$ cat config.mk
export PLATFORM = sky130hd
export DESIGN_NAME = thread_regfile
export DESIGN_NICKNAME = d
export VERILOG_FILES = /design/src/rtl/mt_core_pkg.sv /design/src/rtl/thread_regfile.sv
export SDC_FILE = /design/constraint.sdc
export NUM_CORES = 2
export LEC_CHECK = 0
export ABC_CLOCK_PERIOD_IN_PS = 3450
export BUFFER_PORTS_ARGS = -buffer_cell sky130_fd_sc_hd__buf_4
export CAP_MARGIN = 20
export CORE_AREA = 2 2 414 416
export CTS_CLUSTER_SIZE = 10
export DETAILED_ROUTE_END_ITERATION = 10
export DIE_AREA = 0 0 416 418
export PLACE_DENSITY = 0.85
export SYNTH_ARGS = -nofsm -noshare
export SYNTH_HDL_FRONTEND = slang
export SYNTH_SLANG_ARGS = --single-unit
$ cat constraint.sdc
create_clock -name clk_g -period 3.45 [get_ports clk_g]
set_clock_uncertainty 0.1 [all_clocks]
set_input_delay 0.345 -clock clk_g [delete_from_list [all_inputs] [get_ports clk_g]]
set_output_delay 0.345 -clock clk_g [all_outputs]
set_load 0.05 [all_outputs]
$ cat src/rtl/mt_core_pkg.sv
`default_nettype none

package mt_core_pkg;

	// ============================================================
	// Core dimensions
	// ============================================================

	localparam int NTHREADS = 4;
	localparam int THREAD_W = 2;
	localparam int NREGS = 16;
	localparam int REG_W = 4;
	localparam int DATA_W = 32;

	typedef logic [THREAD_W-1:0] thread_id_t;
	typedef logic [REG_W-1:0] reg_num_t;
	typedef logic [DATA_W-1:0] value_t;

	// ============================================================
	// Decoded instruction format
	// ============================================================

	// Shift amounts come from the low five bits of rb
	typedef enum logic [2:0] {
		ADD,
		SUB,
		AND_OP,
		OR_OP,
		XOR_OP,
		SHL,
		SHR,
		ADDI
	} opcode_e;

	typedef struct packed {
		opcode_e opcode;
		reg_num_t rt;
		reg_num_t ra;
		reg_num_t rb;
		logic [15:0] imm;
	} insn_t;

	// Core input word, the instruction tagged with its thread
	typedef struct packed {
		thread_id_t thread;
		insn_t insn;
	} thread_insn_t;

	// Writeback record, also the commit bus
	typedef struct packed {
		thread_id_t thread;
		reg_num_t rt;
		value_t value;
	} result_t;

endpackage

`default_nettype wire

$ cat src/rtl/thread_regfile.sv
`default_nettype none

module thread_regfile
	import mt_core_pkg::*;
(
	input wire clk_g,
	input wire rst_i,
	input wire thread_id_t rd_thread_i,
	input wire reg_num_t ra_i,
	input wire reg_num_t rb_i,
	output value_t a_o,
	output value_t b_o,
	input wire wr_i,
	input wire result_t wr_data_i
);

	// Thread id forms the upper index bits
	value_t regs_q [NTHREADS*NREGS];

	always_ff @(posedge clk_g) begin
		if (rst_i) begin
			for (int i = 0; i < NTHREADS * NREGS; i++)
				regs_q[i] <= '0;
		end else if (wr_i && wr_data_i.rt != '0) begin
			regs_q[{wr_data_i.thread, wr_data_i.rt}] <= wr_data_i.value;
		end
	end

	// r0 stays at its reset value since it is never written
	always_ff @(posedge clk_g) begin
		a_o <= regs_q[{rd_thread_i, ra_i}];
		b_o <= regs_q[{rd_thread_i, rb_i}];
	end

endmodule

`default_nettype wire

==> summary.md <==
| Metric | Value |
|---|---|
| Status | complete, but fails checks |
| Failing checks | negative setup slack |
| Clock sinks | roughly 2100 |
| Die X-Extent | between 400 and 500 µm |
| Final Max Tran Viols | 0 |
| EDFF count, synth | 2048 |
| Simple-gate share of the synthesized area | around an eighth |
| Synth Area in Compound Gates | 4.07% |
| Detail Route Antenna Nets | 0 |
| Initial core utilization | roughly two thirds |
| Wire length of the first global-routing pass | between 500000 and 600000 µm |
| Setup TNS | -2.29 ns |
| Total gr overflow | 0 |
| Startpoint types | input pin |
| Final hold vios | 0 |
| Total GRT Usage | around 47% |
| DRC viols | 0 |
| Total core area | between 150000 and 200000 µm² |
| Die height | 418 µm |
| Layout overhead on the synthesized area | 11.8% |
| Post-Syn Area | around 110000 µm² |
| Final setup fails | 37 |
| Via-to-Cell Ratio | between 7 and 8 |
| Leak | approximately 43 nW |
| Clk root buf | clkbuf_16 |
| Fill count | just under 10000 |
| Async S/R FF share, synth | 0% |
| Initial antenna violation count | 57 |
| Ys Warns | 0 |
| Drt first pass iters | 10 |
| Synth Area in Adders | 0% |
| Tightest Hold Check Type | input pin to flip-flop |
| Met1 Track Usage GR | a little under three fifths |
| Post-CTS Setup Bufs | 0 |
| Mux cell area share after synthesis | between 20 and 25% |
| Measured slew at the worst slew-check pin | between 1 and 1.5 ns |
| Met3 Track Usage GR | a little under a quarter |
| XOR/XNOR share of the synthesized area | 0% |
| Most frequent cells in the layout | edfxtp_1 (2048), and2_1 (1932), mux4_2 (963) |
| Slew margin rel. | between 2 and 3% |
| Cells after synthesis | approximately 7000 |
| Share of cells above drive strength 1 | between 20 and 30% |
| Total chip power | between 60 and 70 mW |
| Synth Flop Type | edfxtp_1 |
| DR vias | roughly 77000 |
| Fin crit period | between 3 and 4 ns |
| Syn Area/Cell | 15.5 µm² |
| CP Class | input pin to flip-flop |
| Routed length per placed instance | around 42 µm |
| Vias in the first global route | 76100 |
| Dpl hpwl | 252000 µm |
| Register area share after synthesis | between 50 and 60% |
| Setup ws final | -0.0972 ns |
| Fin crit share | 103% |
| Fmax | ~280 MHz |
| Max IR drop VDD | ~630 µV |
| Worst Path Max Fanout | 20 |
| Drt initial violations | roughly 17000 |
| Pin count of the biggest net entering global routing | ~60 |
| GRT met2 Usage | 65.0% |
| Routed Wire Length | 407000 µm |
| FF+latch count, synth | ~2100 |
| Most common cell after layout, fill and taps aside | edfxtp_1 |
| CTS H-Tree Depth | 4 |
| Max Root-Sink Buffers | 3 |
| Row cnt | roughly 150 |
| CTS tree | built |
| Worst Setup End Kind | flip-flop |
| Gpl congestion | 1.01 |
| Unique masters post-synth | 51 |
| Global route hottest layer | met2 |
| RSZ-0062 raised after global routing | no |
| Final-stage net count | between 7000 and 8000 |
| CP Data Arrival Time | ~4.0 ns |
| Pwr dens | 505 nW/µm² |
| Ports | around 120 |
| Buffers on Ports | around 110 |
| Worst EP required | roughly 4 ns |
| WHS | slightly above 0.05 ns |
| Largest family of logic cells by synthesized area | multiplexers |
| Maximum Capacitance Violations | 0 |
| Clk slew on worst S/H paths | ~0.060 ns |
| Die ar. | about 170000 µm² |
| Clk_lat worst skew | roughly 0.9 ns |
| Inserted Clock Buffers | between 200 and 250 |
==> sequential cells by signal (all words and copies together), names as in the netlist <==
signal,count
regs_q,2048
a_o,32
b_o,32
==> cells by family after synthesis <==
family,Yosys count
AND/OR/NAND/NOR,2366
flip-flops,2112
multiplexers,1216
buffers and inverters,771
AO/OA/AOI/OAI,601
other,1
==> critical path, cell delays in order <==
cell,delay [ns]
dlygate4sd3_1,0.57
buf_8,0.20
nor3b_1,1.01
nand2_1,0.24
buf_4,0.28
nor2_2,0.16
or2_2,0.72
buf_4,0.44
==> cell usage after synthesis, types with 64 or more instances <==
cell type / count / area [µm²]
nor2_1: 112 / 420
mux4_2: 963 / 21700
nand2_1: 66 / 248
a21oi_1: 91 / 455
and2_1: 1935 / 12100
a221oi_1: 80 / 701
mux2_2: 109 / 1230
edfxtp_1: 2048 / 61500
buf_2: 123 / 616
mux2i_1: 144 / 1440
clkbuf_1: 508 / 1910
dfxtp_1: 64 / 1280
buf_4: 84 / 631
nand3_1: 83 / 415
a22oi_1: 156 / 1170
==> final cells by class <==
type / instances / area, µm² / area share [%]
Antenna cell: 38 / 95.1 / 0.0776
Clock buffer: 380 / 6350 / 5.18
Clock inverter: 13 / 220 / 0.180
Inverter: 1 / 3.75 / 0.00306
Multi-Input combinational cell: 4311 / 43800 / 35.8
Sequential cell: 2112 / 62800 / 51.3
Tap cell: 2218 / 2780 / 2.27
Timing Repair Buffer: 679 / 6450 / 5.27
==> routing by layer <==
layer	part of all wire, %	routed length, µm	vias up
met5	0.15	607	-
met4	11	43000	38
met3	19	79200	2545
met2	41	169000	9299
met1	28	116000	37700
li1	-	-	27800
==> report_power, final <==
group          internal [mW]  total, mW  switching, mW
Sequential              29.6       30.6           1.00
Combinational           3.30       8.62           5.32
Clock                   12.4       22.6           10.2
==> stage by stage <==
stage          area [µm²]  utilization, %  worst slack [ns]  cells
2_1_floorplan      110000               -              1.10   7194
3_3_place_gp       116000            68.4            -0.327   9309
3_5_place_dp       116000            68.4            -0.335   9313
4_1_cts            122000            72.3             0.136   9708
5_1_grt            122000            72.4            0.0935   9724
6_report           122000            72.4           -0.0972   9752
==> repair_timing <==
action | 4_1_cts | 5_1_grt
gates resized for setup | 0 | 0
endpoints found under the setup margin | 0 | 0
hold endpoints to repair | 9 | 0
hold buffers | 2 | 0
==> worst paths after layout <==
| check | start | endpoint | slack (ns) | cells past startpoint |
|---|---|---|---|---|
| worst max-delay path | rst_i | regs_q[49][16] | -0.1 | 8 |
| worst min-delay path | wr_data_i[25] | regs_q[39][25] | 0.05 | 2 |
| worst max register to register | regs_q[22][26] | b_o[26] | 0.47 | 5 |
| worst min register to register | regs_q[32][12] | a_o[12] | 0.79 | 3 |
Note: power is estimated with default switching activity, not from simulation.
