File: src/rtl/mt_core_pkg.sv
`default_nettype none

package mt_core_pkg;

	// ============================================================
	// Core dimensions
	// ============================================================

	localparam int NTHREADS = 4;
	localparam int THREAD_W = 2;
	localparam int NREGS = 16;
	localparam int REG_W = 4;
	localparam int DATA_W = 32;

	typedef logic [THREAD_W-1:0] thread_id_t;
	typedef logic [REG_W-1:0] reg_num_t;
	typedef logic [DATA_W-1:0] value_t;

	// ============================================================
	// Decoded instruction format
	// ============================================================

	// Shift amounts come from the low five bits of rb
	typedef enum logic [2:0] {
		ADD,
		SUB,
		AND_OP,
		OR_OP,
		XOR_OP,
		SHL,
		SHR,
		ADDI
	} opcode_e;

	typedef struct packed {
		opcode_e opcode;
		reg_num_t rt;
		reg_num_t ra;
		reg_num_t rb;
		logic [15:0] imm;
	} insn_t;

	// Core input word, the instruction tagged with its thread
	typedef struct packed {
		thread_id_t thread;
		insn_t insn;
	} thread_insn_t;

	// Writeback record, also the commit bus
	typedef struct packed {
		thread_id_t thread;
		reg_num_t rt;
		value_t value;
	} result_t;

endpackage

`default_nettype wire

File: src/rtl/insn_queue.sv
`default_nettype none

module insn_queue
	import mt_core_pkg::*;
#(
	parameter int QUEUE_DEPTH = 4
) (
	input wire clk_g,
	input wire rst_i,
	input wire push_i,
	input wire insn_t push_insn_i,
	input wire pop_i,
	output insn_t head_o,
	output logic head_valid_o,
	output logic full_o
);

	localparam int PTR_W = (QUEUE_DEPTH > 1) ? $clog2(QUEUE_DEPTH) : 1;
	localparam int CNT_W = $clog2(QUEUE_DEPTH + 1);

	insn_t mem_q [QUEUE_DEPTH];
	logic [PTR_W-1:0] rd_ptr_q;
	logic [PTR_W-1:0] wr_ptr_q;
	logic [CNT_W-1:0] count_q;
	logic do_push;
	logic do_pop;

	assign head_valid_o = (count_q != '0);
	assign full_o = (count_q == CNT_W'(QUEUE_DEPTH));
	assign head_o = mem_q[rd_ptr_q];

	// A full queue refuses the push even if the head leaves this cycle
	assign do_push = push_i && !full_o;
	assign do_pop = pop_i && head_valid_o;

	always_ff @(posedge clk_g) begin
		if (do_push)
			mem_q[wr_ptr_q] <= push_insn_i;
	end

	always_ff @(posedge clk_g) begin
		if (rst_i) begin
			rd_ptr_q <= '0;
			wr_ptr_q <= '0;
			count_q <= '0;
		end else begin
			if (do_push)
				wr_ptr_q <= (wr_ptr_q == PTR_W'(QUEUE_DEPTH - 1)) ? '0 : wr_ptr_q + 1'b1;
			if (do_pop)
				rd_ptr_q <= (rd_ptr_q == PTR_W'(QUEUE_DEPTH - 1)) ? '0 : rd_ptr_q + 1'b1;
			case ({do_push, do_pop})
				2'b10: count_q <= count_q + 1'b1;
				2'b01: count_q <= count_q - 1'b1;
				default: count_q <= count_q;
			endcase
		end
	end

endmodule

`default_nettype wire

File: config.mk
export PLATFORM = sky130hd
export DESIGN_NAME = insn_queue
export DESIGN_NICKNAME = d
export VERILOG_FILES = /design/src/rtl/mt_core_pkg.sv /design/src/rtl/insn_queue.sv
export SDC_FILE = /design/constraint.sdc
export NUM_CORES = 1
export LEC_CHECK = 0
export BUFFER_PORTS_ARGS = -buffer_cell sky130_fd_sc_hd__buf_4
export CORE_AREA = 5 5 140 142
export DETAILED_ROUTE_END_ITERATION = 6
export DIE_AREA = 0 0 145 147
export GPL_ROUTABILITY_DRIVEN = 0
export RECOVER_POWER = 25
export SETUP_SLACK_MARGIN = 0.15
export SYNTH_ARGS = -nofsm -noshare
export SYNTH_HDL_FRONTEND = slang
export SYNTH_SLANG_ARGS = --single-unit
File: constraint.sdc
create_clock -name clk_g -period 3.4 [get_ports clk_g]
set_clock_uncertainty 0.1 [all_clocks]
set_input_delay 0.17 -clock clk_g [delete_from_list [all_inputs] [get_ports clk_g]]
set_output_delay 0.17 -clock clk_g [all_outputs]
set_load 0.02 [all_outputs]
==> summary.md <==
- **result of the run** complete, no violations
- **Setup crit end kind** flip-flop
- **EDFF count, synth** 124
- **number of cells on the worst hold path** 4
- **sink count of the clock tree** 133
- **kind of start point of the critical path** flip-flop
- **insertion delay to the later sink of the worst-skew pair** 0.40 ns
- **Boundary Pins** 68
- **vertical die dimension** 147 µm
- **Critical Path AT** 2.90 ns
- **core region area** 0.0183 mm²
- **Slew Limit Fails** 0
- **post-layout utilization of the core** 35.8%
- **cell with the most instances after synthesis** sky130_fd_sc_hd__edfxtp_1
- **number of maximum-capacitance violations** 0
- **buffers plus inverters on the worst setup path** 2
- **most frequent cell on the critical path** sky130_fd_sc_hd__inv_1
- **top area cells in the synthesized netlist** sky130_fd_sc_hd__edfxtp_1, sky130_fd_sc_hd__mux4_2, sky130_fd_sc_hd__dfxtp_1
- **Total Die Area** 0.0213 mm²
- **Reg-to-Reg End** count_q[2]
- **Distinct cells, synth** 26
- **type of the setup path with the least slack** reg -> reg
- **Max stage delay on crit path** 0.49 ns
- **Top delay family on crit path** simple AND/OR/NAND/NOR gates
- **Async S/R FF share, synth** 0%
- **RSZ-0062 raised after global routing** false
- **number of fill cells** 1716
- **slowest stage cell, crit path** sky130_fd_sc_hd__or3b_1
- **cell types with the highest counts after synthesis** sky130_fd_sc_hd__edfxtp_1, sky130_fd_sc_hd__mux4_2, sky130_fd_sc_hd__dfxtp_1, sky130_fd_sc_hd__inv_1, sky130_fd_sc_hd__ha_1
- **number of global-route vias before repair** 2761
- **area share of the largest cell type after synthesis** 75.1%
- **start point of the worst min-delay path** pop_i
- **initial drt markers** 85
- **clk root buf** sky130_fd_sc_hd__clkbuf_16
- **final hold violations** 0
- **critical path fanouts, max** 9
- **ANT nets after route** 0
- **number of diodes** 0
- **worst hold slack** 0.0918 ns
- **power per cell area** 754 mW/mm²
- **total grt overflow** 0
- **cell area after synthesis** 0.00496 mm²
- **post-synth top area cell** sky130_fd_sc_hd__edfxtp_1
- **number of optimization iterations in the first detailed-route pass** 4
- **worst-margin pin slew** 0.950 ns
- **leakage dissipation** 2.22 nW
- **clk buf depth** 2
- **cells after synthesis** 215
- **max_slew headroom** 36.7%
- **flop-to-flop setup slack** 0.73 ns
- **CTS tree** done
- **total CTS buffers** 17
- **Synth warnings** 0
- **worst reg2reg path depth** 9
- **final critical-path required period** 2.67 ns
- **endpoints failing setup** 0
- **first element of the critical path** count_q[2]
- **number of nets in the synthesized netlist** 257
- **Cell Count Post-Placement** 509
- **routed len/inst** 16.6 µm
- **net count of the finished layout** 370
- **number of antenna violations at the first check in global routing** 0
- **total of flip-flops plus latches after synthesis** 133
- **class of the most critical hold timing path** in -> reg
- **# port buffers** 67
- **hold_buf cts** 34
- **fraction of final layout cells sized beyond drive strength 1** 33.7%
- **initial cell density of the core** 27.1%
- **commonest register cell after synthesis** sky130_fd_sc_hd__edfxtp_1
- **all-layer global routing usage** 9.44%
- **width of the chip** 145 µm
- **worst-path cell chain** or3b_1 -> and2_4 -> inv_1 -> ha_1 -> inv_1 -> fa_1 -> xor2_1 -> or3_2 -> a21oi_1
- **clock slew seen by the registers of the worst setup and hold paths** 0.05 ns
- **launch point of the worst reg-to-reg path** count_q[2]
- **post-route fraction of the period consumed by the critical path** 78.6%
- **via count of the routed design** 2478
- **post-route insts no fill** 575
- **Highest Clock Rate** 374 MHz
- **worst path required time** 3.63 ns
- **post-cts gate resize count** 0
- **post-synthesis sequential area ratio** 78.7%
- **Avg Synthesized Cell Area** 23.1 µm²
- **detailed-route vias per instance** 4.31
- **pin count of the biggest net entering global routing** 32
- **global-route wire length before repair** 15300 µm
- **number of standard-cell rows in the floorplan** 50
- **total negative slack for setup checks** 0 ns
- **number of DRC violations after detailed routing** 0
- **hpwl dp** 5710 µm
- **worst vdd rail ir drop** 0.311 mV
- **final wirelength** 9540 µm
- **synthesis-to-layout area growth** 32.5%
- **maximum level of the CTS H-tree** 4
- **Post-CTS Repair Setup Buffers** 0
-- routing by layer --
layer	routed length, µm	track usage [%]
met1	3740	10.4
met3	386	3.24
met4	157	4.38
met5	0	0
met2	5260	16.4
-- logic make-up (layout without fill, tap and decap cells) --
| kind of cell | after synthesis | count (layout) | share of synthesized area [%] |
|---|---|---|---|
| buf+inv | 16 | 142 | 1.59 |
| xor+xnor | 2 | 2 | 0.353 |
| fa+ha+maj | 7 | 7 | 1.92 |
| flops | 133 | 133 | 78.7 |
| mux | 32 | 32 | 14.3 |
| simple gates | 17 | 17 | 2.07 |
| compound gates | 8 | 8 | 1.06 |
-- power breakdown --
part / switching [W] / internal (W) / total (W)
Clock: 0.000623 / 0.00114 / 0.00176
Combinational: 0.000566 / 0.000543 / 0.00111
Sequential: 0.000109 / 0.00197 / 0.00208
Total: 0.00130 / 0.00365 / 0.00495
-- layout by cell type (no fill, tap or decap), drive strengths merged --
cell type	instances
mux2i	1
clkbuf	39
ha	6
a21o	1
and2	1
dfxtp	9
or3b	1
xor2	2
clkinvlp	1
dlygate4sd3	34
nor2	4
mux4	31
a21oi	4
bufinv	3
and3	4
edfxtp	124
o21ai	1
nand3	2
buf	49
nor3	1
o31ai	2
nand2	1
clkinv	8
or3	3
fa	1
inv	8
-- cell type report --
cell class                 instances  area (µm²)  area share [%]
sequential                       133        3910            59.5
multi-input combinational         66         976            14.9
timing repair buffer             102         792            12.1
clock buffer                      20         437            6.65
tap                              234         293            4.46
clock inverter                    12         136            2.08
inverter                           8        30.0           0.457
-- through the flow --
stage | total power (W) | instance area (µm²) | setup WS, ns
after global routing | 0.00519 | 6570 | 0.612
after detailed placement | 0.00324 | 5730 | 0.741
after CTS | 0.00505 | 6640 | 0.720
final | 0.00495 | 6570 | 0.728
after global placement | 0.00320 | 5730 | 0.886
after floorplan | 0.00278 | 4960 | 0.959
-- how the worst max path moves through the flow --
stage | to | slack, ns | cells past startpoint
2_1_floorplan | count_q[2] | 0.96 | 10
3_3_place_gp | count_q[2] | 0.89 | 9
3_5_place_dp | count_q[2] | 0.74 | 9
4_1_cts | count_q[2] | 0.72 | 9
5_1_grt | count_q[2] | 0.61 | 9
6_report | count_q[2] | 0.73 | 9
-- state kept, by name, indices dropped and copies added, names as in the netlist, named ones only --
register and flops:
wr_ptr_q 2, count_q 3, rd_ptr_q 2, mem_q 124
-- tightest hold or removal path: stages --
cell and delay (ns):
sky130_fd_sc_hd__buf_4 0.08, sky130_fd_sc_hd__o31ai_1 0.12, sky130_fd_sc_hd__nand2_1 0.09, sky130_fd_sc_hd__a21oi_1 0.07
Power figures use the tool's default switching activity.
