==> src/rtl/mt_core_pkg.sv <==
`default_nettype none

package mt_core_pkg;

	// ============================================================
	// Core dimensions
	// ============================================================

	localparam int NTHREADS = 4;
	localparam int THREAD_W = 2;
	localparam int NREGS = 16;
	localparam int REG_W = 4;
	localparam int DATA_W = 32;

	typedef logic [THREAD_W-1:0] thread_id_t;
	typedef logic [REG_W-1:0] reg_num_t;
	typedef logic [DATA_W-1:0] value_t;

	// ============================================================
	// Decoded instruction format
	// ============================================================

	// Shift amounts come from the low five bits of rb
	typedef enum logic [2:0] {
		ADD,
		SUB,
		AND_OP,
		OR_OP,
		XOR_OP,
		SHL,
		SHR,
		ADDI
	} opcode_e;

	typedef struct packed {
		opcode_e opcode;
		reg_num_t rt;
		reg_num_t ra;
		reg_num_t rb;
		logic [15:0] imm;
	} insn_t;

	// Core input word, the instruction tagged with its thread
	typedef struct packed {
		thread_id_t thread;
		insn_t insn;
	} thread_insn_t;

	// Writeback record, also the commit bus
	typedef struct packed {
		thread_id_t thread;
		reg_num_t rt;
		value_t value;
	} result_t;

endpackage

`default_nettype wire

==> src/rtl/scoreboard.sv <==
`default_nettype none

module scoreboard
	import mt_core_pkg::*;
(
	input wire clk_g,
	input wire rst_i,
	input wire insn_t [NTHREADS-1:0] heads_i,
	input wire [NTHREADS-1:0] head_valid_i,
	input wire stall_i,
	input wire issue_valid_i,
	input wire thread_id_t issue_thread_i,
	input wire reg_num_t issue_rt_i,
	input wire commit_valid_i,
	input wire result_t commit_i,
	output logic [NTHREADS-1:0] issue_req_o
);

	// One bit per register per thread, set while a write is in flight
	logic [NTHREADS-1:0][NREGS-1:0] pending_q;

	always_ff @(posedge clk_g) begin
		if (rst_i) begin
			pending_q <= '0;
		end else begin
			if (commit_valid_i)
				pending_q[commit_i.thread][commit_i.rt] <= 1'b0;
			// r0 never holds a value worth waiting for
			if (issue_valid_i && issue_rt_i != '0)
				pending_q[issue_thread_i][issue_rt_i] <= 1'b1;
		end
	end

	// Pending rt also blocks, so one thread never has two writes to a register
	always_comb begin
		for (int t = 0; t < NTHREADS; t++) begin
			issue_req_o[t] = head_valid_i[t] && !stall_i
				&& !pending_q[t][heads_i[t].ra]
				&& !pending_q[t][heads_i[t].rb]
				&& !pending_q[t][heads_i[t].rt];
		end
	end

endmodule

`default_nettype wire

==> config.mk <==
export PLATFORM = sky130hd
export DESIGN_NAME = scoreboard
export DESIGN_NICKNAME = d
export VERILOG_FILES = /design/src/rtl/mt_core_pkg.sv /design/src/rtl/scoreboard.sv
export SDC_FILE = /design/constraint.sdc
export NUM_CORES = 1
export LEC_CHECK = 0
export BUFFER_PORTS_ARGS = -buffer_cell sky130_fd_sc_hd__buf_4
export CELL_PAD_IN_SITES_DETAIL_PLACEMENT = 0
export CELL_PAD_IN_SITES_GLOBAL_PLACEMENT = 1
export CORE_ASPECT_RATIO = 2
export CORE_MARGIN = 3
export CORE_UTILIZATION = 31
export CTS_CLUSTER_SIZE = 30
export DETAILED_ROUTE_END_ITERATION = 12
export PLACE_DENSITY_LB_ADDON = 0.1
export SYNTH_ARGS = -nofsm -noshare
export SYNTH_HDL_FRONTEND = slang
export SYNTH_SLANG_ARGS = --single-unit
==> constraint.sdc <==
create_clock -name clk_g -period 2.2 [get_ports clk_g]
set_input_delay 0.44 -clock clk_g [delete_from_list [all_inputs] [get_ports clk_g]]
set_output_delay 0.44 -clock clk_g [all_outputs]
set_load 0.03 [all_outputs]
==> tab_implementation.tex <==
\begin{tabular}{lr}
\hline
Metric & Value \\
\hline
\multicolumn{2}{l}{\textbf{Synth}} \\
\quad Yosys top cell by area & dfxtp\_1 \\
\quad Async set-or-reset flop fraction in the synthesized netlist & 0\% \\
\quad Cell area after synthesis & 4120 um2 \\
\quad Post-synthesis instance total & 453 \\
\quad Number of distinct library cells after synthesis & 33 \\
\quad Portion of synthesized cell area occupied by the leading cell type & 31.10\% \\
\quad Flip-flop cell with the highest count after synthesis & dfxtp\_1 \\
\quad Number of flip-flops and latches in the synthesized netlist & 64 \\
\quad Mean cell area of the mapped netlist & 9.095 um2 \\
\quad Number of warning messages in the yosys log & 0 \\
\quad Number of synthesized flops with an enable pin & 0 \\
\quad Portion of the post-synthesis area used by sequential elements & 31.10\% \\
\quad Post-synthesis net count & 630 \\
\quad Largest cells by area after synthesis & dfxtp\_1 (31\%), mux4\_2 (21\%), o21ai\_0 (7.9\%) \\
\multicolumn{2}{l}{\textbf{Critical path}} \\
\quad FF-to-FF Start & pending\_q[40] \\
\quad Critical Path, Cell by Cell & buf\_4 -> mux4\_2 -> nand3\_2 -> nand4\_1 -> nor4\_4 -> buf\_6 \\
\quad Maximum fanout count along the critical path & 3 \\
\quad CP endpoint kind & output pin \\
\quad Slowest cell on crit path & mux4\_2 \\
\quad Buf/Inv on CP & 2 \\
\quad Endpoint of the most critical register-to-register path & pending\_q[40] \\
\quad Internal reg-to-reg setup slack & 1.36 ns \\
\quad R2r worst-path depth & 3 \\
\quad CP required & 1.76 ns \\
\quad Arrival time at the worst endpoint & 2.01 ns \\
\quad Setup Crit Path Kind & register to output pin \\
\quad Maximum cell stage delay along the critical path & 0.47 ns \\
\quad Kind of cell adding the most delay to the critical path & simple AND/OR/NAND/NOR gates \\
\quad Crit start category & register \\
\multicolumn{2}{l}{\textbf{Power}} \\
\quad P per Cell Area & 537.3 nW/um2 \\
\quad Switching part of the total & 24.68\% \\
\quad Cell internal power dissipation & 2.218 mW \\
\quad Switching power total & 0.7269 mW \\
\quad Combinational power share & 14.3\% \\
\quad Static Leak & 1.945 nW \\
\quad VDD IR max & 0.3034 mV \\
\quad Fraction of power consumed by sequential logic & 39.9\% \\
\quad Clock power frac & 45.8\% \\
\multicolumn{2}{l}{\textbf{Floorplan}} \\
\quad Horizontal die dimension & 87.52 um \\
\quad Overall die height & 169.0 um \\
\quad Number of ports placed on the die boundary & 181 \\
\quad Effective utilization at floorplan & 31.71\% \\
\quad Area of the placeable core & 12990 um2 \\
\quad Die Footprint & 14790 um2 \\
\quad Std-Cell Rows & 59 \\
\multicolumn{2}{l}{\textbf{Global routing}} \\
\quad Largest net degree at the start of global routing & 65 \\
\quad Via count of the first global-routing pass & 4146 \\
\quad Initial antenna violation count & 0 \\
\quad Overflow left after global routing & 0 \\
\quad Global-route wire length before repair & 24210 um \\
\quad Met1 routing resource usage after global routing & 23.74\% \\
\quad Met2 layer usage reported by global route & 43.40\% \\
\quad Met3 layer usage reported by global route & 2.387\% \\
\quad Aggregate global-route resource usage & 22.44\% \\
\quad Global routing's busiest layer & met2 \\
\multicolumn{2}{l}{\textbf{Layout}} \\
\quad Register ranked first by flip-flop count & pending\_q \\
\quad Registers with the most flip-flops & pending\_q: 64 flops \\
\quad Final Core Density & 42.19\% \\
\quad Final design area excluding fillers & 5482 um2 \\
\quad Number of cells in the finished layout apart from fillers & 715 \\
\quad Number of nets at the end of the flow & 737 \\
\quad Flip-flop count of the largest register after layout & 64 \\
\quad Share of final-layout standard cells stronger than drive strength 1 & 39.43\% \\
\quad Growth of design area from synthesis to finish & 33.04\% \\
\quad Number of diodes added for antenna fixing & 0 \\
\multicolumn{2}{l}{\textbf{Clock tree}} \\
\quad Cell at the root of the clock tree & clkbuf\_16 \\
\quad CTS tree & yes \\
\quad Number of H-tree levels & 3 \\
\quad Number of buffers created by CTS & 9 \\
\quad Source-to-sink clock delay at the later pin of the worst-skew pair & 0.32 ns \\
\quad Number of sinks handled by clock tree synthesis & 64 \\
\quad Clock-pin slew of the registers on the worst-case setup and hold paths & 0.05 ns \\
\quad Buffer levels on the longest clock path & 2 \\
\quad Hold bufs inserted after CTS & 0 \\
\multicolumn{2}{l}{\textbf{Place}} \\
\quad Cells after DPL & 694 \\
\quad Placement-stage cell area & 5055 um2 \\
\quad Final HPWL from detailed placement & 12830 um \\
\quad Count of port buffers added during placement & 72 \\
\quad Weighted congestion at the end of routability-driven global placement & 0.8988 \\
\multicolumn{2}{l}{\textbf{STA}} \\
\quad Setup TNS & -0.7078 ns \\
\quad Unrepaired setup endpoints after global routing & yes \\
\quad Pins over their slew limit & 0 \\
\quad Final-layout worst hold slack & 0.4160 ns \\
\quad Fin. Hold Viols & 0 \\
\quad Max-Slew Margin vs Limit & 50.58\% \\
\quad Period utilisation layout & 111.3\% \\
\quad Measured slew at the worst slew-check pin & 0.7413 ns \\
\quad Highest attainable clock frequency & 408.5 MHz \\
\quad Min Clock Period, post-route & 2.448 ns \\
\quad Setup slack after layout & -0.2480 ns \\
\quad Final Setup Violations & 4 \\
\quad Worst Clk Skew & 0 ns \\
\multicolumn{2}{l}{\textbf{Run status}} \\
\quad Violations in the final reports & negative setup slack \\
\quad Run status & finished with violations \\
\multicolumn{2}{l}{\textbf{Hold path}} \\
\quad Kind of path behind the tightest hold check & input pin to register \\
\quad Cells on Worst Hold Path & 3 \\
\quad Hold\_sp & issue\_valid\_i \\
\quad Sink of the worst hold path & pending\_q[33] \\
\multicolumn{2}{l}{\textbf{Route}} \\
\quad Average detailed-routed wire length per instance & 22.42 um \\
\quad Violation count after the first detailed-routing iteration & 215 \\
\quad Number of search-and-repair iterations in the first detailed-routing pass & 4 \\
\quad Overall via count from detail\_route & 4020 \\
\quad Vias per cell & 5.622 \\
\quad Final routed DRC violation total & 0 \\
\quad Routed wire length & 16030 um \\
\quad Antenna Nets Post-Route & 0 \\
\multicolumn{2}{l}{\textbf{Run}} \\
\quad MaxCap Viol Count & 0 \\
\hline
\end{tabular}
-- cells in the final DEF (no fill, tap or decap), types with 4 or more instances in the layout --
cell type and n:
nand3_1 20, o21ai_0 65, nand2b_1 6, dfxtp_1 34, nand2_1 69, nor3b_1 4, nor2_1 30, inv_1 5
nand3b_1 9, nor3_1 4, clkbuf_16 9, buf_6 6, a21oi_1 62, dfxtp_2 30, mux2_2 4, buf_4 109
mux2i_1 6, a211oi_1 4, nor2b_1 10, mux4_2 46
-- power groups by stage --
stage	Clock [mW]	Combinational (mW)	Sequential (mW)
2_1_floorplan	0	0.174	1.20
3_3_place_gp	0	0.413	1.20
5_1_grt	1.42	0.452	1.18
3_5_place_dp	0	0.414	1.20
4_1_cts	1.37	0.420	1.18
6_report	1.35	0.420	1.18
-- final cells by class --
cell class / instances / area [um2]
clock inverter: 4 / 47.55
clock buffer: 10 / 229.0
multi-input combinational: 365 / 2791
inverter: 5 / 18.77
sequential: 64 / 1319
tap: 152 / 190.2
fill: 1333 / 7511
timing repair buffer: 115 / 885.9
-- how the worst max path moves through the flow --
stage | start | endpoint | slack [ns] | depth (start not counted)
floorplan | heads_i[21] | issue_req_o[0] | -0.12 | 3
global placement | heads_i[21] | issue_req_o[0] | -0.27 | 5
detailed placement | heads_i[21] | issue_req_o[0] | -0.28 | 5
CTS | pending_q[45] | issue_req_o[2] | -0.26 | 5
global route | pending_q[41] | issue_req_o[2] | -0.34 | 5
finish | pending_q[42] | issue_req_o[2] | -0.25 | 6
-- synthesized netlist by cell type, types with 3 or more instances --
master / count
nand2b_1: 6
nor2_1: 30
mux2_2: 4
inv_1: 5
a211oi_1: 4
buf_2: 3
nand3b_1: 9
mux2i_1: 8
clkbuf_1: 15
mux4_1: 8
mux4_2: 38
nand3_1: 21
dfxtp_1: 64
nor3b_1: 4
nor2b_1: 10
a21oi_1: 62
nand4_1: 3
nor3_1: 4
nand2_1: 69
o21ai_0: 65
-- per-stage QoR --
stage                     power (mW)  setup WS, ns
after floorplan                1.370       -0.1243
after global placement         1.612       -0.2725
after detailed placement       1.614       -0.2829
after CTS                      2.967       -0.2603
after global routing           3.048       -0.3417
final                          2.945       -0.2480
-- logic make-up after synthesis --
family / share of synthesized area, %
buffers and inverters: 2.277
AND/OR/NAND/NOR: 19.16
multiplexers: 28.91
flip-flops: 31.10
AO/OA/AOI/OAI: 18.55
-- tightest hold or removal path, stage by stage --
cell and delay, ns:
buf_4 0.14, nand3_1 0.07, a21oi_1 0.05
-- routing by layer --
layer	wire length [um]	share of wire (%)
met5	0	0
met4	544	3.4
met3	548	3.4
met2	9357	58
met1	5582	35
-- repair_timing --
action / in CTS / in global routing
gates resized for setup: 32 / 11
pin swaps: 13 / 6
setup buffers: 6 / 1
endpoints found under the setup margin: 4 / 4
No activity file was read; power rests on OpenSTA's default activity.
