## config.mk

```make
export PLATFORM = sky130hd
export DESIGN_NAME = exec_pipeline
export DESIGN_NICKNAME = d
export VERILOG_FILES = /design/src/rtl/mt_core_pkg.sv /design/src/rtl/int_alu.sv /design/src/rtl/exec_pipeline.sv
export SDC_FILE = /design/constraint.sdc
export NUM_CORES = 1
export LEC_CHECK = 0
export ABC_AREA = 1
export BUFFER_PORTS_ARGS = -buffer_cell sky130_fd_sc_hd__buf_2
export CAP_MARGIN = 10
export CORE_MARGIN = 1
export CORE_UTILIZATION = 28
export DETAILED_ROUTE_END_ITERATION = 8
export MAX_ROUTING_LAYER = met4
export PLACE_DENSITY = 0.52
export SYNTH_ARGS = -nofsm -noshare
export SYNTH_HDL_FRONTEND = slang
export SYNTH_SLANG_ARGS = --single-unit
```

## constraint.sdc

```tcl
create_clock -name clk_g -period 8.5 [get_ports clk_g]
set_clock_uncertainty 0.05 [all_clocks]
set_input_delay 1.275 -clock clk_g [delete_from_list [all_inputs] [get_ports clk_g]]
set_output_delay 1.275 -clock clk_g [all_outputs]
set_load 0.1 [all_outputs]
```

## src/rtl/mt_core_pkg.sv

```systemverilog
`default_nettype none

package mt_core_pkg;

	// ============================================================
	// Core dimensions
	// ============================================================

	localparam int NTHREADS = 4;
	localparam int THREAD_W = 2;
	localparam int NREGS = 16;
	localparam int REG_W = 4;
	localparam int DATA_W = 32;

	typedef logic [THREAD_W-1:0] thread_id_t;
	typedef logic [REG_W-1:0] reg_num_t;
	typedef logic [DATA_W-1:0] value_t;

	// ============================================================
	// Decoded instruction format
	// ============================================================

	// Shift amounts come from the low five bits of rb
	typedef enum logic [2:0] {
		ADD,
		SUB,
		AND_OP,
		OR_OP,
		XOR_OP,
		SHL,
		SHR,
		ADDI
	} opcode_e;

	typedef struct packed {
		opcode_e opcode;
		reg_num_t rt;
		reg_num_t ra;
		reg_num_t rb;
		logic [15:0] imm;
	} insn_t;

	// Core input word, the instruction tagged with its thread
	typedef struct packed {
		thread_id_t thread;
		insn_t insn;
	} thread_insn_t;

	// Writeback record, also the commit bus
	typedef struct packed {
		thread_id_t thread;
		reg_num_t rt;
		value_t value;
	} result_t;

endpackage

`default_nettype wire

```

## src/rtl/int_alu.sv

```systemverilog
`default_nettype none

module int_alu
	import mt_core_pkg::*;
(
	input wire opcode_e op_i,
	input wire value_t a_i,
	input wire value_t b_i,
	input wire [15:0] imm_i,
	output value_t res_o
);

	value_t imm_ext;

	assign imm_ext = {{(DATA_W - 16){imm_i[15]}}, imm_i};

	always_comb begin
		case (op_i)
			ADD: res_o = a_i + b_i;
			SUB: res_o = a_i - b_i;
			AND_OP: res_o = a_i & b_i;
			OR_OP: res_o = a_i | b_i;
			XOR_OP: res_o = a_i ^ b_i;
			SHL: res_o = a_i << b_i[4:0];
			// Logical shift, zeros come in at the top
			SHR: res_o = a_i >> b_i[4:0];
			ADDI: res_o = a_i + imm_ext;
			default: res_o = '0;
		endcase
	end

endmodule

`default_nettype wire

```

## src/rtl/exec_pipeline.sv

```systemverilog
`default_nettype none

module exec_pipeline
	import mt_core_pkg::*;
(
	input wire clk_g,
	input wire rst_i,
	input wire issue_valid_i,
	input wire thread_id_t issue_thread_i,
	input wire insn_t issue_insn_i,
	input wire value_t a_i,
	input wire value_t b_i,
	output result_t result_o,
	output logic result_valid_o,
	input wire result_ready_i,
	output logic commit_valid_o,
	output logic stall_o
);

	// ============================================================
	// Register read stage
	// ============================================================
	logic rd_v_q;
	logic rd_fresh_q;
	thread_id_t rd_thread_q;
	insn_t rd_insn_q;
	value_t rd_a_q;
	value_t rd_b_q;
	value_t op_a;
	value_t op_b;

	// ============================================================
	// Execute and result stages
	// ============================================================
	logic ex_v_q;
	thread_id_t ex_thread_q;
	opcode_e ex_op_q;
	reg_num_t ex_rt_q;
	logic [15:0] ex_imm_q;
	value_t ex_a_q;
	value_t ex_b_q;
	value_t alu_res;
	logic res_v_q;
	result_t res_q;

	assign stall_o = result_valid_o && !result_ready_i;
	assign commit_valid_o = result_valid_o && result_ready_i;
	assign result_valid_o = res_v_q;
	assign result_o = res_q;

	// Register file outputs are only good for one cycle after issue
	assign op_a = rd_fresh_q ? a_i : rd_a_q;
	assign op_b = rd_fresh_q ? b_i : rd_b_q;

	int_alu alu_i (
		.op_i(ex_op_q),
		.a_i(ex_a_q),
		.b_i(ex_b_q),
		.imm_i(ex_imm_q),
		.res_o(alu_res)
	);

	always_ff @(posedge clk_g) begin
		if (rst_i) begin
			rd_v_q <= 1'b0;
			rd_fresh_q <= 1'b0;
			ex_v_q <= 1'b0;
			res_v_q <= 1'b0;
		end else if (stall_o) begin
			// Everything holds, only the read data is saved
			rd_fresh_q <= 1'b0;
		end else begin
			rd_v_q <= issue_valid_i;
			rd_fresh_q <= issue_valid_i;
			ex_v_q <= rd_v_q;
			res_v_q <= ex_v_q;
		end
	end

	always_ff @(posedge clk_g) begin
		if (stall_o) begin
			if (rd_fresh_q) begin
				rd_a_q <= a_i;
				rd_b_q <= b_i;
			end
		end else begin
			rd_thread_q <= issue_thread_i;
			rd_insn_q <= issue_insn_i;
			ex_thread_q <= rd_thread_q;
			ex_op_q <= rd_insn_q.opcode;
			ex_rt_q <= rd_insn_q.rt;
			ex_imm_q <= rd_insn_q.imm;
			ex_a_q <= op_a;
			ex_b_q <= op_b;
			res_q.thread <= ex_thread_q;
			res_q.rt <= ex_rt_q;
			res_q.value <= alu_res;
		end
	end

endmodule

`default_nettype wire

```

==> results by group <==
Pwr
  • Pleak: 7.522 nW
  • Internal power component: 2.174 mW
  • Clock network fraction of design power: 28.2%
  • Switching power share of the total: 39.98%
  • Proportion of power drawn by combinational gates: 34.3%
  • Worst-case vdd ir drop: 0.0001176 V
  • Switching power: 1.448 mW
  • Power per unit of standard cell area: 206.5 mW/mm2
  • Sequential group share of total power: 37.6%

Die
  • Core Region: 0.05424 mm2
  • Site row count: 85
  • Initial Utilization: 28.57%
  • Total Die Area: 0.05628 mm2
  • Number of ports placed on the die boundary: 142
  • Floorplan die height: 237.2 um
  • Die width: 237.2 um

Route
  • Total Wirelength: 58.04 mm
  • Number of optimization iterations in the first detailed-route pass: 7
  • Routed vias: 13935
  • DR WL/cell: 21.69 um
  • Detailed Route Iter0 Violations: 1291
  • DR DRC count: 0
  • Vias per std cell: 5.207
  • Count of antenna-violating nets left after detailed routing: 0

Critical path
  • Critical Path Fanout Max: 73
  • CP top delay family: simple AND/OR/NAND/NOR gates
  • Slowest cell on crit path: sky130_fd_sc_hd__buf_4
  • Logic depth of the worst register-to-register path: 24
  • Critical Path Max Stage Delay: 0.62 ns
  • Startpoint kind of the worst setup timing path: flip-flop
  • Worst Path Class, Setup: flip-flop to flip-flop
  • Critical-path cell list: buf_4 -> inv_2 -> buf_4 -> ha_1 -> nand2_2 -> inv_2 -> nand2_1 -> nor2_2 -> inv_2 -> nor2_2 -> nand3_2 -> nand2_1 -> o211ai_1 -> a22oi_1 -> ha_1 -> nand2_1 -> nor2_1 -> nand2_1 -> o21ai_0 -> nand2_1 -> nand3_1 -> nand2_1 -> nand2_1 -> nand2_1
  • R2R Path End: result_o[21]
  • Number of buffers and inverters on the critical path: 5
  • Crit end category: flip-flop
  • Flop-to-flop setup slack: 3.24 ns
  • Required @ worst endpoint: 8.70 ns
  • Worst EP arrival: 5.46 ns
  • Startpoint of the worst-slack reg-to-reg timing path: ex_b_q[1]
  • CP most frequent cell: sky130_fd_sc_hd__nand2_1

Synth
  • Post-synthesis sequential element count: 220
  • Largest area contributor in the netlist: sky130_fd_sc_hd__edfxtp_1
  • Simple-gate portion of the synthesized area: 23.32%
  • Syn. warnings: 0
  • Synthesized cell area: 0.01549 mm2
  • Seq/Total Area, Yosys: 42.38%
  • Synthesized area divided by synthesized cell count: 8.316 um2
  • Main combinational cell family by area after synthesis: simple AND/OR/NAND/NOR gates
  • Fraction of synthesized cell area in xor and xnor cells: 0.9610%
  • Number of synthesized flops with an enable pin: 216
  • Adder-Cell Fraction of Synth Area: 8.205%
  • Leading post-synthesis cells by instance count: sky130_fd_sc_hd__nand2_1, sky130_fd_sc_hd__edfxtp_1, sky130_fd_sc_hd__inv_1
  • Most frequently used flop master after synthesis: sky130_fd_sc_hd__edfxtp_1
  • Yosys top cell area share: 41.86%
  • Multiplexer fraction of the synthesized cell area: 4.845%
  • Top area cells in the synthesized netlist: sky130_fd_sc_hd__edfxtp_1, sky130_fd_sc_hd__nand2_1, sky130_fd_sc_hd__ha_1, sky130_fd_sc_hd__mux2_2, sky130_fd_sc_hd__nand3_1
  • Syn Inst Count: 1863
  • Ys async rst share: 0%
  • Cell with the most instances after synthesis: sky130_fd_sc_hd__nand2_1
  • Net count after synthesis: 2065
  • Unique masters post-synth: 52
  • Compound-gate portion of the synthesized area: 13.88%

Timing
  • Final total negative setup slack: 0 ns
  • Tightest Pin Transition: 1.050 ns
  • Relative slew slack: 29.71%
  • Final setup violation count: 0
  • Final clock period utilization by the worst path: 61.87%
  • Setup repair after global routing missed its margin: false
  • Slew Viols, Final: 0
  • Upper clock frequency limit: 190.1 MHz
  • Final critical path time including I/O delays and setup: 5.259 ns
  • Final hold violations: 0

Final layout
  • Layout-stage area growth over the synthesis result: 13.26%
  • Share of post-route cells with drive strength above 1: 14.81%
  • Count of nets after finishing: 2163
  • Post-route core utilization: 32.35%
  • Layout fillers: 5814

Clock network
  • Clock tree root buffer cell: sky130_fd_sc_hd__clkbuf_16
  • PostCTS Resize Cnt: 0
  • Number of buffers inserted for hold repair after clock tree synthesis: 0
  • Post-CTS Setup Repair Bufs: 0
  • TritonCTS clock tree: done
  • Largest buffer count on any clock path: 3
  • Worst skew pair latency: 0.55 ns
  • Clock-pin slew on the worst setup and hold paths: 0.06 ns
  • H-tree depth reported by CTS: 1
  • Total clock buffers created by CTS: 24
  • Clock tree sinks: 220

Placement
  • Port bufs: 133
  • Placed wire-length estimate after detailed placement: 44.77 mm
  • Placer's final routability congestion estimate: 0.9635

Global routing
  • GRT Resource Usage Total: 21.01%
  • Congestion Overflow GR: 0
  • Largest net degree at the start of global routing: 90
  • Wire length of the first global-routing pass: 85.75 mm
  • Antenna violations before repair: 1
  • Vias in the first global route: 13645

Min path
  • Worst Hold Depth: 0
  • HP Class: flip-flop to flip-flop
  • Startpoint of the lowest-slack hold path: rd_insn_q[25]
  • Hold Path End: ex_rt_q[1]

Job
  • Reported max-cap violation count: 0

Run status
  • Outcome: completed
## worst reg2reg max path: stages, from the launching register on
cell and delay [ns]:
sky130_fd_sc_hd__edfxtp_1 0.36, sky130_fd_sc_hd__buf_4 0.34, sky130_fd_sc_hd__inv_2 0.11, sky130_fd_sc_hd__buf_4 0.62, sky130_fd_sc_hd__ha_1 0.34, sky130_fd_sc_hd__nand2_2 0.07, sky130_fd_sc_hd__inv_2 0.06, sky130_fd_sc_hd__nand2_1 0.07
sky130_fd_sc_hd__nor2_2 0.22, sky130_fd_sc_hd__inv_2 0.07, sky130_fd_sc_hd__nor2_2 0.25, sky130_fd_sc_hd__nand3_2 0.22, sky130_fd_sc_hd__nand2_1 0.11, sky130_fd_sc_hd__o211ai_1 0.08, sky130_fd_sc_hd__a22oi_1 0.20, sky130_fd_sc_hd__ha_1 0.26
sky130_fd_sc_hd__nand2_1 0.12, sky130_fd_sc_hd__nor2_1 0.22, sky130_fd_sc_hd__nand2_1 0.07, sky130_fd_sc_hd__o21ai_0 0.56, sky130_fd_sc_hd__nand2_1 0.16, sky130_fd_sc_hd__nand3_1 0.11, sky130_fd_sc_hd__nand2_1 0.07, sky130_fd_sc_hd__nand2_1 0.08
sky130_fd_sc_hd__nand2_1 0.16
## how the worst max path moves through the flow
stage / start / end / slack (ns) / cells past startpoint
2_1_floorplan: result_ready_i / ex_a_q[0] / 0.07 / 2
3_3_place_gp: ex_b_q[1] / result_o[29] / 3.25 / 24
3_5_place_dp: ex_b_q[1] / result_o[29] / 3.23 / 24
4_1_cts: ex_b_q[1] / result_o[29] / 3.20 / 24
5_1_grt: ex_b_q[1] / result_o[31] / 2.76 / 24
6_report: ex_b_q[1] / result_o[21] / 3.24 / 24
## layout by cell type, fill, tap and decap left out, types with 3 or more instances in the layout
master                      synthesis  layout
sky130_fd_sc_hd__nand2_2            4       4
sky130_fd_sc_hd__inv_2             12      12
sky130_fd_sc_hd__nor3_1            14      14
sky130_fd_sc_hd__mux2_2            64      64
sky130_fd_sc_hd__edfxtp_1         216     216
sky130_fd_sc_hd__o211ai_1          25      25
sky130_fd_sc_hd__o311ai_0           4       4
sky130_fd_sc_hd__clkbuf_16          0      24
sky130_fd_sc_hd__a22o_1             3       3
sky130_fd_sc_hd__buf_2             25     133
sky130_fd_sc_hd__ha_1             100     100
sky130_fd_sc_hd__nand3b_1           4       4
sky130_fd_sc_hd__buf_4              6      19
sky130_fd_sc_hd__a21o_1             3       3
sky130_fd_sc_hd__a21oi_1          101     101
sky130_fd_sc_hd__nor2_4             4       5
sky130_fd_sc_hd__nand2_1          534     534
sky130_fd_sc_hd__nor2_1           126     125
sky130_fd_sc_hd__or2_1              3       3
sky130_fd_sc_hd__mux2i_1            3       3
sky130_fd_sc_hd__o2111ai_1          5       5
sky130_fd_sc_hd__o21ai_2            4       3
sky130_fd_sc_hd__xor2_1            16      16
sky130_fd_sc_hd__o21a_1            13      13
sky130_fd_sc_hd__o21ai_0          107     107
sky130_fd_sc_hd__nand3_2            4       4
sky130_fd_sc_hd__a22oi_1           23      23
sky130_fd_sc_hd__clkbuf_1          35       6
sky130_fd_sc_hd__clkinv_1           0       4
sky130_fd_sc_hd__o21ai_1           39      39
sky130_fd_sc_hd__inv_1            143     142
sky130_fd_sc_hd__clkinv_2           0       3
sky130_fd_sc_hd__nand4_1           20      20
sky130_fd_sc_hd__nand3_1          137     137
sky130_fd_sc_hd__dfxtp_1            4       3
sky130_fd_sc_hd__nor2_2             5       5
sky130_fd_sc_hd__a211oi_1           5       5
sky130_fd_sc_hd__a221oi_1          20      20
## flip-flops by register name, summed over array words and instances, names as in the netlist, 2 cells and up
| name | cells |
|---|---|
| ex_a_q | 32 |
| ex_b_q | 32 |
| ex_imm_q | 16 |
| ex_op_q | 3 |
| ex_rt_q | 4 |
| ex_thread_q | 2 |
| rd_a_q | 32 |
| rd_b_q | 32 |
| rd_insn_q | 23 |
| rd_thread_q | 2 |
| result_o | 38 |
## per-stage QoR
| stage | cells | setup slack (ns) | power, mW | instance area [um2] | hold WS (ns) |
|---|---|---|---|---|---|
| after CTS | 2675 | 3.196 | 3.664 | 17550 | 0.3701 |
| after detailed placement | 2631 | 3.231 | 2.617 | 16780 | 0.3554 |
| after global placement | 2631 | 3.246 | 2.616 | 16780 | 0.3512 |
| final | 2676 | 3.241 | 3.623 | 17550 | 0.3684 |
| after floorplan | 1863 | 0.06760 | 2.265 | 15500 | 0.3503 |
| after global routing | 2676 | 2.760 | 3.812 | 17550 | 0.3718 |
## metal layers
layer	part of all wire [%]	vias to the layer above	global-route usage (%)
met5	0	-	-
met2	45	464	33.22
met1	46	6732	28.59
li1	-	6660	-
met4	2.8	0	5.787
met3	5.8	79	2.067
## area by class of cell
class / instances / area (um2) / area share [%]
clock buffers: 30 / 623.1 / 3.551
multi-input cells: 1408 / 7950 / 45.30
inverters: 155 / 586.8 / 3.344
diodes: 1 / 2.502 / 0.01426
flip-flops and latches: 220 / 6568 / 37.43
repair buffers: 152 / 808.3 / 4.606
well taps: 696 / 870.8 / 4.963
clock inverters: 14 / 138.9 / 0.7914
## cell families (layout without fill, tap and decap cells)
group / count (synthesis) / in the layout
and+or+nand+nor: 861 / 861
adders and majority gates: 101 / 101
DFF: 220 / 220
other: 0 / 1
xor gates and xnor gates: 17 / 17
muxes: 67 / 67
AOI/OAI and AO/OA: 362 / 362
buffers and inverters: 235 / 351
## power groups by stage
stage	clock network, mW	logic, mW	registers, mW
CTS	1.07	1.24	1.36
global placement	0	1.23	1.38
finish	1.02	1.24	1.36
floorplan	0	0.569	1.70
detailed placement	0	1.23	1.38
global route	1.10	1.34	1.37
Note: power is estimated with default switching activity, not from simulation.
